===== src/hw/ic_pkg.sv =====
package ic_pkg;

  // ==========================================================================
  // widths
  // ==========================================================================

  localparam int AddrBits = 4;
  localparam int DataBits = 16;

  // one router output and one arbiter input per address
  localparam int NumEndpoints = 1 << AddrBits;

  typedef logic [AddrBits-1:0] addr_t;
  typedef logic [DataBits-1:0] data_t;

  // ==========================================================================
  // stream and control words
  // ==========================================================================

  // address sits in the upper bits, data below
  typedef struct packed {
    addr_t addr;
    data_t data;
  } msg_t;

  // crossbar control, only the two low bits matter
  typedef struct packed {
    logic [DataBits-3:0] unused;
    logic                in_sel;
    logic                out_sel;
  } xbar_ctrl_t;

  // router payload, read as control on the config address
  typedef union packed {
    data_t      data;
    xbar_ctrl_t ctrl;
  } data_word_u;

  // ==========================================================================
  // endpoint map
  // ==========================================================================

  localparam addr_t AddrXbarIn0  = 4'd0;
  localparam addr_t AddrXbarCfg  = 4'd1;
  localparam addr_t AddrXbarIn1  = 4'd2;
  localparam addr_t AddrLoopback = 4'd9;

endpackage


===== src/hw/ic_arbiter.sv =====
`timescale 1ns/1ps

module ic_arbiter #(
  parameter int NumInputs = ic_pkg::NumEndpoints
) (
  input  logic                 clk_i,
  input  logic                 arst_n_i,

  input  ic_pkg::data_t        in_data_i [NumInputs],
  input  logic [NumInputs-1:0] in_val_i,
  output logic [NumInputs-1:0] in_rdy_o,

  output ic_pkg::msg_t         out_o,
  output logic                 out_val_o,
  input  logic                 out_rdy_i
);

  // winner of this cycle
  logic          grant_val;
  ic_pkg::addr_t grant_addr;
  ic_pkg::data_t grant_data;

  // output register state
  ic_pkg::msg_t  out_q;
  logic          out_val_q;
  logic          accept;

  // register is free, or empties on this edge
  assign accept = !out_val_q || out_rdy_i;

  // ==========================================================================
  // fixed priority, lowest index wins
  // ==========================================================================

  always_comb begin
    grant_val  = 1'b0;
    grant_addr = '0;
    grant_data = '0;
    // walk down so the lowest valid index is the last one written
    for (int i = NumInputs - 1; i >= 0; i--) begin
      if (in_val_i[i]) begin
        grant_val  = 1'b1;
        grant_addr = ic_pkg::addr_t'(i);
        grant_data = in_data_i[i];
      end
    end
  end

  // rdy does not look at the input's own val
  always_comb begin
    logic blocked;
    blocked = 1'b0;
    for (int i = 0; i < NumInputs; i++) begin
      in_rdy_o[i] = accept && !blocked;
      blocked     = blocked | in_val_i[i];
    end
  end

  // ==========================================================================
  // one-entry output register
  // ==========================================================================

  always_ff @(posedge clk_i or negedge arst_n_i) begin
    if (!arst_n_i) begin
      out_val_q <= 1'b0;
    end else if (accept) begin
      out_val_q <= grant_val;
    end
  end

  // payload, tagged with the source index as its address
  always_ff @(posedge clk_i) begin
    if (accept && grant_val) begin
      out_q.addr <= grant_addr;
      out_q.data <= grant_data;
    end
  end

  assign out_o     = out_q;
  assign out_val_o = out_val_q;

endmodule


===== src/hw/ic_interconnect.sv =====
`timescale 1ns/1ps

module ic_interconnect #(
  parameter int NumEndpoints = ic_pkg::NumEndpoints
) (
  input  logic         clk_i,
  input  logic         arst_n_i,

  // request stream
  input  ic_pkg::msg_t in_i,
  input  logic         in_val_i,
  output logic         in_rdy_o,

  // reply stream
  output ic_pkg::msg_t out_o,
  output logic         out_val_o,
  input  logic         out_rdy_i
);

  // router side
  ic_pkg::data_word_u        rtr_data;
  logic [NumEndpoints-1:0]   rtr_val;
  logic [NumEndpoints-1:0]   rtr_rdy;

  // arbiter side
  ic_pkg::data_t             arb_data [NumEndpoints];
  logic [NumEndpoints-1:0]   arb_val;
  logic [NumEndpoints-1:0]   arb_rdy;

  // crossbar
  ic_pkg::data_t             xbar_in_data [2];
  logic [1:0]                xbar_in_val;
  logic [1:0]                xbar_in_rdy;
  ic_pkg::xbar_ctrl_t        xbar_ctrl;
  logic                      xbar_ctrl_val;
  logic                      xbar_ctrl_rdy;
  ic_pkg::data_t             xbar_out_data [2];
  logic [1:0]                xbar_out_val;
  logic [1:0]                xbar_out_rdy;

  ic_router #(
    .NumOutputs (NumEndpoints)
  ) u_router (
    .in_i       (in_i),
    .in_val_i   (in_val_i),
    .in_rdy_o   (in_rdy_o),
    .out_data_o (rtr_data),
    .out_val_o  (rtr_val),
    .out_rdy_i  (rtr_rdy)
  );

  ic_xbar u_xbar (
    .clk_i      (clk_i),
    .arst_n_i   (arst_n_i),
    .in_data_i  (xbar_in_data),
    .in_val_i   (xbar_in_val),
    .in_rdy_o   (xbar_in_rdy),
    .ctrl_i     (xbar_ctrl),
    .ctrl_val_i (xbar_ctrl_val),
    .ctrl_rdy_o (xbar_ctrl_rdy),
    .out_data_o (xbar_out_data),
    .out_val_o  (xbar_out_val),
    .out_rdy_i  (xbar_out_rdy)
  );

  ic_arbiter #(
    .NumInputs (NumEndpoints)
  ) u_arbiter (
    .clk_i     (clk_i),
    .arst_n_i  (arst_n_i),
    .in_data_i (arb_data),
    .in_val_i  (arb_val),
    .in_rdy_o  (arb_rdy),
    .out_o     (out_o),
    .out_val_o (out_val_o),
    .out_rdy_i (out_rdy_i)
  );

  // ==========================================================================
  // endpoint map
  // ==========================================================================

  // addresses 0 and 2 inject into the crossbar, its outputs answer on 0 and 2
  assign xbar_in_data[0] = rtr_data.data;
  assign xbar_in_data[1] = rtr_data.data;
  assign xbar_in_val     = {rtr_val[ic_pkg::AddrXbarIn1], rtr_val[ic_pkg::AddrXbarIn0]};
  assign xbar_out_rdy    = {arb_rdy[ic_pkg::AddrXbarIn1], arb_rdy[ic_pkg::AddrXbarIn0]};

  // address 1 carries a control word
  assign xbar_ctrl     = rtr_data.ctrl;
  assign xbar_ctrl_val = rtr_val[ic_pkg::AddrXbarCfg];

  for (genvar i = 0; i < NumEndpoints; i++) begin : g_map
    if (i == ic_pkg::AddrXbarIn0) begin : g_in0
      assign rtr_rdy[i]  = xbar_in_rdy[0];
      assign arb_data[i] = xbar_out_data[0];
      assign arb_val[i]  = xbar_out_val[0];
    end else if (i == ic_pkg::AddrXbarCfg) begin : g_cfg
      assign rtr_rdy[i]  = xbar_ctrl_rdy;
      assign arb_data[i] = '0;
      assign arb_val[i]  = 1'b0;
    end else if (i == ic_pkg::AddrXbarIn1) begin : g_in1
      assign rtr_rdy[i]  = xbar_in_rdy[1];
      assign arb_data[i] = xbar_out_data[1];
      assign arb_val[i]  = xbar_out_val[1];
    end else if (i == ic_pkg::AddrLoopback) begin : g_loop
      // straight back into the arbiter
      assign rtr_rdy[i]  = arb_rdy[i];
      assign arb_data[i] = rtr_data.data;
      assign arb_val[i]  = rtr_val[i];
    end else begin : g_unmapped
      // never ready, so these words stall at the input
      assign rtr_rdy[i]  = 1'b0;
      assign arb_data[i] = '0;
      assign arb_val[i]  = 1'b0;
    end
  end

endmodule


===== src/hw/ic_router.sv =====
`timescale 1ns/1ps

module ic_router #(
  parameter int NumOutputs = ic_pkg::NumEndpoints
) (
  input  ic_pkg::msg_t       in_i,
  input  logic               in_val_i,
  output logic               in_rdy_o,
  output ic_pkg::data_word_u out_data_o,
  output logic [NumOutputs-1:0] out_val_o,
  input  logic [NumOutputs-1:0] out_rdy_i
);

  // one-hot match of the incoming address
  logic [NumOutputs-1:0] addr_hit;

  // ==========================================================================
  // address decode
  // ==========================================================================

  for (genvar i = 0; i < NumOutputs; i++) begin : g_decode
    assign addr_hit[i] = (in_i.addr == ic_pkg::addr_t'(i));
  end

  // only the addressed endpoint sees val
  assign out_val_o = addr_hit & {NumOutputs{in_val_i}};

  // payload goes to every endpoint, each picks its own view of the union
  assign out_data_o.data = in_i.data;

  // ready comes back from the addressed endpoint only,
  // an address without a match reads as not ready
  assign in_rdy_o = |(addr_hit & out_rdy_i);

endmodule


===== src/hw/ic_xbar.sv =====
`timescale 1ns/1ps

module ic_xbar (
  input  logic               clk_i,
  input  logic               arst_n_i,

  // data inputs
  input  ic_pkg::data_t      in_data_i [2],
  input  logic [1:0]         in_val_i,
  output logic [1:0]         in_rdy_o,

  // control port
  input  ic_pkg::xbar_ctrl_t ctrl_i,
  input  logic               ctrl_val_i,
  output logic               ctrl_rdy_o,

  // data outputs
  output ic_pkg::data_t      out_data_o [2],
  output logic [1:0]         out_val_o,
  input  logic [1:0]         out_rdy_i
);

  // current routing
  logic in_sel_q;
  logic out_sel_q;

  // ==========================================================================
  // control register
  // ==========================================================================

  // never stalls a config word
  assign ctrl_rdy_o = 1'b1;

  always_ff @(posedge clk_i or negedge arst_n_i) begin
    if (!arst_n_i) begin
      in_sel_q  <= 1'b0;
      out_sel_q <= 1'b0;
    end else if (ctrl_val_i && ctrl_rdy_o) begin
      // new routing takes effect next cycle
      in_sel_q  <= ctrl_i.in_sel;
      out_sel_q <= ctrl_i.out_sel;
    end
  end

  // ==========================================================================
  // data path
  // ==========================================================================

  // forward: selected input drives only the selected output
  always_comb begin
    for (int o = 0; o < 2; o++) begin
      out_data_o[o] = in_data_i[in_sel_q];
      out_val_o[o]  = in_val_i[in_sel_q] && (out_sel_q == 1'(o));
    end
  end

  // backward: the unconnected input is held off and keeps its word
  always_comb begin
    for (int i = 0; i < 2; i++) begin
      in_rdy_o[i] = (in_sel_q == 1'(i)) && out_rdy_i[out_sel_q];
    end
  end

endmodule


===== config.mk =====
export PLATFORM = sky130hd
export DESIGN_NAME = ic_interconnect
export DESIGN_NICKNAME = d
export VERILOG_FILES = /design/src/hw/ic_pkg.sv /design/src/hw/ic_arbiter.sv /design/src/hw/ic_interconnect.sv /design/src/hw/ic_router.sv /design/src/hw/ic_xbar.sv
export SDC_FILE = /design/constraint.sdc
export NUM_CORES = 1
export LEC_CHECK = 0
export BUFFER_PORTS_ARGS = -buffer_cell sky130_fd_sc_hd__buf_2
export CAP_MARGIN = 0
export CORE_MARGIN = 4
export CORE_UTILIZATION = 60
export DETAILED_ROUTE_END_ITERATION = 8
export PLACE_DENSITY = 0.82
export SETUP_SLACK_MARGIN = 0.05
export SLEW_MARGIN = 15
export SYNTH_ARGS = -nofsm -noshare
export SYNTH_HDL_FRONTEND = slang
export SYNTH_HIERARCHICAL = 1
export SYNTH_SLANG_ARGS = --single-unit

===== constraint.sdc =====
create_clock -name clk_i -period 4.2 [get_ports clk_i]
set_input_delay 0.63 -clock clk_i [delete_from_list [all_inputs] [get_ports clk_i]]
set_output_delay 0.63 -clock clk_i [all_outputs]
set_load 0.01 [all_outputs]

==> results of run 1 <==
flip-flops by register name, indices dropped and copies added (netlist names):
register	cells
u_arbiter/out_o	20
u_arbiter/out_val_o	1
u_xbar/in_sel_q	1
u_xbar/out_sel_q	1
through the flow:
step           utilization [%]  hold slack [ns]
2_1_floorplan                -            0.334
3_3_place_gp              78.6            0.426
3_5_place_dp              78.6            0.434
4_1_cts                   79.4            0.148
5_1_grt                   79.4            0.146
6_report                  79.4            0.145
worst max-delay path: cells and delay by family:
kind,cells,cell delay (ns)
AOI/OAI and AO/OA,4,0.75
buffers and inverters,3,0.49
muxes,1,0.12
and+or+nand+nor,6,1.11
power by group through the flow:
stage	registers, mW	clock network [mW]	logic [mW]
floorplan	0.295	0	0.311
global placement	0.284	0	0.317
detailed placement	0.286	0	0.324
CTS	0.281	0.137	0.326
global route	0.282	0.148	0.402
finish	0.281	0.138	0.365
final cells by class:
type | count | area share, %
flip-flops and latches | 23 | 15.3
well taps | 72 | 2.03
inverters | 9 | 0.763
clock inverters | 1 | 0.113
multi-input cells | 603 | 75.0
clock buffers | 3 | 0.932
repair buffers | 50 | 5.93
worst paths after layout:
check,start,endpoint,cells after the start
max,in_i[18],in_rdy_o,14
min,arst_n_i,u_xbar/out_sel_q,1
max reg2reg,u_xbar/in_sel_q,u_arbiter/out_o[8],9
min reg2reg,u_xbar/out_sel_q,u_xbar/out_sel_q,1
max in group asynchronous,arst_n_i,u_xbar/in_sel_q,1
min in group clk_i,u_xbar/out_sel_q,u_xbar/out_sel_q,1
metal layers:
| layer | wire [um] | track usage [%] | vias up |
|---|---|---|---|
| met5 | 0 | 0 | - |
| met4 | 133 | 5.56 | 0 |
| met3 | 1030 | 3.63 | 22 |
| met2 | 5120 | 52.9 | 228 |
| met1 | 4310 | 38.5 | 1854 |
| li1 | - | - | 1995 |
==> impl_metrics.sql, run 1 <==
INSERT INTO impl_metrics (metric_group, metric, value, unit) VALUES
('route', 'post-route-drc-count', '0', ''),
('finish', 'layout_cells_sized_above_1', '12.2', '%'),
('logic_synthesis', 'ys.warnings.count', '6', ''),
('route', 'via_count', '4099', ''),
('route', 'routed_wl', '10600', 'um'),
('place', 'detailedPlace.worstSlack', '0.574', 'ns'),
('clocking', 'worst_case_clock_buffer_depth', '2', ''),
('global_routing', 'track_usage', '29.6', '%'),
('place', 'placement.cell_area', '4380', 'um^2'),
('timing', 'slew_viol_final', '0', ''),
('timing', 'maxSlewHeadroom', '34.6', '%'),
('timing', 'unrepaired_setup_endpoints_after_global_routing', 'false', ''),
('finish', 'ff_latch_area', '676', 'um^2'),
('pwr', 'p_sw_share', '38.8', '%'),
('timing', 'finalSetupViolCount', '0', ''),
('route', 'drt_first_pass_iters', '9', ''),
('timing', 'min_clock_period_post_route', '3.72', 'ns'),
('timing', 'hold_viol', '0', ''),
('worst_setup_path', 'timing.critical_path.cells', 'buf_2 > or3b_2 > nor3_1 > mux2i_1 > nor2_1 > buf_4 > nor2_1 > nand3_1 > nor4_1 > a311o_1 > a21oi_1 > a31oi_1 > a32o_1 > buf_2', ''),
('place', 'globalplace.congestion', '0.939', ''),
('place', 'post-place-cells', '757', ''),
('place', 'placement.io_buffers', '45', ''),
('floorplanning', 'rows', '27', ''),
('pwr', 'clockPowerShare', '17.6', '%'),
('floorplanning', 'total_die_area', '7090', 'um^2'),
('clocking', 'post_cts_setup_bufs', '0', ''),
('pwr', 'pwr-share-comb', '46.6', '%'),
('pwr', 'power.total', '0.783', 'mW'),
('clocking', 'numCtsBuffers', '3', ''),
('worst_setup_path', 'critPathRequiredTime', '3.57', 'ns'),
('timing', 'final.setup.tns', '0', 'ns'),
('worst_hold_path', 'hold_path.class', 'primary input to async pin', ''),
('timing', 'slew_worst_pin', '0.972', 'ns'),
('worst_setup_path', 'worst_path_max_delay_cell', 'or3b_2', ''),
('global_routing', 'number_of_global_route_vias_before_repair', '3733', ''),
('global_routing', 'globalRouteOverflowTotal', '0', ''),
('floorplanning', 'core-area', '5570', 'um^2'),
('clocking', 'cts_repair_resize_count', '0', ''),
('timing', 'worst_clock_skew', '0.0110', 'ns'),
('global_routing', 'grt_antenna_before_repair', '0', ''),
('worst_setup_path', 'worstSetupPathType', 'primary input to output pin', ''),
('floorplanning', 'fp.dieH', '84.2', 'um'),
('logic_synthesis', 'syn_avg_cell_area', '7.90', 'um^2'),
('global_routing', 'grt_pass1_wl', '17700', 'um'),
('finish', 'filler_cells', '419', ''),
('logic_synthesis', 'post_synth_inst_count', '441', ''),
('clocking', 'clock-root-buffer', 'clkbuf_8', ''),
('pwr', 'cellPowerDensity', '177', 'nW/um^2'),
('finish', 'layout_commonest_cell', 'conb_1', ''),
('pwr', 'netSwitchingPower', '0.304', 'mW'),
('status', 'outcome', 'complete, no violations', ''),
('floorplanning', 'initial_core_util', '62.5', '%'),
('finish', 'antenna_cells', '0', ''),
('pwr', 'p_leak', '1.98', 'nW'),
('route', 'drt-initial-drc-count', '417', ''),
('clocking', 'clock_sink_count', '23', ''),
('finish', 'synthToLayoutAreaGrowth', '27.1', '%'),
('clocking', 'cts.hold.buffers_added', '0', ''),
('finish', 'finish.instance_area', '4430', 'um^2'),
('worst_setup_path', 'cp_capture_type', 'output pin', ''),
('route', 'wl_per_cell', '13.9', 'um'),
('finish', 'nNetsFinal', '714', ''),
('timing', 'period_share', '88.5', '%'),
('floorplanning', 'die_w', '84.2', 'um'),
('worst_setup_path', 'worst-endpoint-arrival', '3.09', 'ns'),
('worst_setup_path', 'worst_path_largest_cell_delay', '0.51', 'ns'),
('clocking', 'cts.reportedPaths.clkPinSlew', '0.09', 'ns'),
('clocking', 'tritoncts_clock_tree', 'yes', ''),
('finish', 'mostFrequentLayoutCells', 'conb_1, a221oi_1, buf_2', ''),
('route', 'detail_route.vias_per_cell', '5.39', ''),
('timing', 'fmaxAchievable', '269', 'MHz');
(Power assumes the default switching activity.)
==> inputs of run 2 (changes only) <==
Clock period 4.2 ns to 4.1 ns, I/O delays scaled along.
==> run 2 against run 1 <==
Compared with the run above:
- clock power is 4% higher
- final area is 0.23% higher
- first-iteration DRC count is 8.6% higher
- global-route usage is 0.43 points lower
- critical endpoint unchanged
- combinational power is 2% higher
- via count is 0.24% lower
- total power is 2.6% higher
- die area stayed put
- final cell count is 0.13% higher
==> impl_metrics.sql, run 2 (synthesis gave the netlist of run 1 again) <==
INSERT INTO impl_metrics (metric_group, metric, value, unit) VALUES
('floorplanning', 'core-area', '5570', 'um^2'),
('global_routing', 'track_usage', '29.2', '%'),
('clocking', 'clock-root-buffer', 'clkbuf_8', ''),
('floorplanning', 'pin_count', '46', ''),
('place', 'post-dp-hpwl', '8010', 'um'),
('floorplanning', 'rows', '27', ''),
('global_routing', 'grt_antenna_before_repair', '0', ''),
('floorplanning', 'die_w', '84.2', 'um'),
('timing', 'whs', '0.123', 'ns'),
('global_routing', 'grt_pass1_wl', '17300', 'um'),
('route', 'detail_route.vias_per_cell', '5.37', ''),
('finish', 'filler_cells', '404', ''),
('timing', 'maxSlewHeadroom', '44.9', '%'),
('global_routing', 'globalRouteOverflowTotal', '0', ''),
('finish', 'layout_commonest_cell', 'conb_1', ''),
('clocking', 'clock_insertion_delay_at_the_later_pin_of_the_skew_report', '0.27', 'ns'),
('worst_setup_path', 'crit_path_end', 'in_rdy_o', ''),
('timing', 'hold_viol', '0', ''),
('timing', 'worst_clock_skew', '0.00876', 'ns'),
('route', 'drt-initial-drc-count', '453', ''),
('worst_setup_path', 'crit_path_start_kind', 'primary input', ''),
('timing', 'slew_viol_final', '0', ''),
('pwr', 'irDropWorstVdd', '0.158', 'mV'),
('pwr', 'p_leak', '1.98', 'nW'),
('finish', 'synthToLayoutAreaGrowth', '27.4', '%'),
('route', 'via_count', '4089', ''),
('finish', 'nNetsFinal', '715', ''),
('route', 'routed-wl-met3', '1060', 'um'),
('floorplanning', 'initial_core_util', '62.5', '%'),
('floorplanning', 'total_die_area', '7090', 'um^2'),
('timing', 'final.setup.tns', '0', 'ns'),
('finish', 'final_design_utilization', '79.6', '%'),
('clocking', 'cts.reportedPaths.clkPinSlew', '0.09', 'ns'),
('clocking', 'tritoncts_clock_tree', 'yes', ''),
('clocking', 'clock_sink_count', '23', ''),
('job', 'max_cap_violations', '0', ''),
('worst_hold_path', 'hold_path.class', 'primary input to async pin', ''),
('worst_setup_path', 'worst-endpoint-arrival', '2.95', 'ns'),
('route', 'met2_length', '4870', 'um'),
('worst_setup_path', 'r2r_setup_slack', '1.43', 'ns'),
('timing', 'fmaxAchievable', '281', 'MHz'),
('finish', 'layout_cells_sized_above_1', '12.3', '%'),
('worst_setup_path', 'critPathRequiredTime', '3.48', 'ns'),
('worst_setup_path', 'cp_capture_type', 'output pin', ''),
('worst_setup_path', 'worstRegToRegCells', '9', ''),
('worst_setup_path', 'worstPathMaxFanout', '13', ''),
('finish', 'finish.instance_area', '4440', 'um^2'),
('route', 'drt_first_pass_iters', '6', ''),
('status', 'outcome', 'complete, no violations', ''),
('place', 'placement.io_buffers', '45', ''),
('timing', 'period_share', '86.9', '%'),
('route', 'topRoutingLayerUsed', 'met4', ''),
('floorplanning', 'fp.dieH', '84.2', 'um'),
('worst_setup_path', 'worstSetupPathType', 'primary input to output pin', ''),
('finish', 'antenna_cells', '0', ''),
('worst_setup_path', 'timing.rr.start', 'u_xbar/in_sel_q', ''),
('timing', 'finalSetupViolCount', '0', ''),
('route', 'post-route-drc-count', '0', ''),
('clocking', 'cts.htree.levels', '1', ''),
('route', 'drt.antenna.violating_nets', '0', ''),
('global_routing', 'number_of_global_route_vias_before_repair', '3809', ''),
('clocking', 'post_cts_setup_bufs', '0', ''),
('place', 'globalplace.congestion', '0.938', ''),
('worst_setup_path', 'worstReg2RegEnd', 'u_arbiter/out_o[11]', ''),
('global_routing', 'maximum_number_of_pins_on_one_net_before_global_route_repair', '21', ''),
('route', 'wl_met1', '4280', 'um'),
('clocking', 'cts_repair_resize_count', '0', ''),
('route', 'wl_per_cell', '13.8', 'um'),
('clocking', 'cts.hold.buffers_added', '0', ''),
('timing', 'slew_worst_pin', '0.819', 'ns'),
('worst_setup_path', 'worstSetupStartpoint', 'in_i[18]', ''),
('pwr', 'cellPowerDensity', '181', 'nW/um^2'),
('clocking', 'numCtsBuffers', '3', ''),
('timing', 'min_clock_period_post_route', '3.56', 'ns'),
('place', 'placement.cell_area', '4390', 'um^2'),
('finish', 'mostFrequentLayoutCells', 'conb_1, a221oi_1, buf_2', ''),
('pwr', 'power.total', '0.804', 'mW'),
('clocking', 'worst_case_clock_buffer_depth', '2', ''),
('timing', 'unrepaired_setup_endpoints_after_global_routing', 'false', ''),
('finish', 'largest_reg_flops', '20', ''),
('route', 'routed_wl', '10500', 'um');
## run 2: layout make-up
cell class / instances / area [um^2] / share of cell area, %
sequential: 23 / 676 / 15.2
timing repair buffer: 51 / 270 / 6.09
inverter: 9 / 33.8 / 0.761
clock inverter: 1 / 7.51 / 0.169
clock buffer: 3 / 41.3 / 0.930
tap: 72 / 90.1 / 2.03
multi-input combinational: 603 / 3320 / 74.8
## run 2: how the worst min path moves through the flow
stage                           to  cells after the start
6_report          u_xbar/out_sel_q                      1
3_5_place_dp       u_xbar/in_sel_q                      1
4_1_cts           u_xbar/out_sel_q                      1
5_1_grt           u_xbar/out_sel_q                      1
3_3_place_gp      u_xbar/out_sel_q                      1
2_1_floorplan  u_arbiter/out_val_o                      0
## run 2: stage by stage
stage	setup WS (ns)	std cells
2_1_floorplan	0.570	711
3_3_place_gp	0.713	758
3_5_place_dp	0.607	758
4_1_cts	0.584	762
5_1_grt	0.422	762
6_report	0.539	762
## run 2: where the power goes
group / total [mW] / leakage [nW] / internal [mW] / switching [mW]
clock network: 0.143 / 0.0217 / 0.0687 / 0.0748
registers: 0.287 / 0.228 / 0.280 / 0.00712
logic: 0.374 / 1.73 / 0.144 / 0.229
total: 0.804 / 1.98 / 0.493 / 0.311
## run 2: worst max-delay path: stages
cell     delay [ns]
buf_2          0.13
or3b_2         0.50
nor3_1         0.15
mux2i_1        0.13
nor2_1         0.16
buf_4          0.22
or2_2          0.15
nor2_1         0.04
mux2i_1        0.20
nor2_1         0.08
a21oi_1        0.15
a31oi_1        0.06
a32o_1         0.23
buf_2          0.14
## run 2: routing by layer
| metal | global-route usage [%] | vias to the layer above |
|---|---|---|
| li1 | - | 1999 |
| met1 | 37.9 | 1795 |
| met2 | 50.3 | 255 |
| met3 | 2.75 | 40 |
| met4 | 10.5 | 0 |
| met5 | 0 | - |
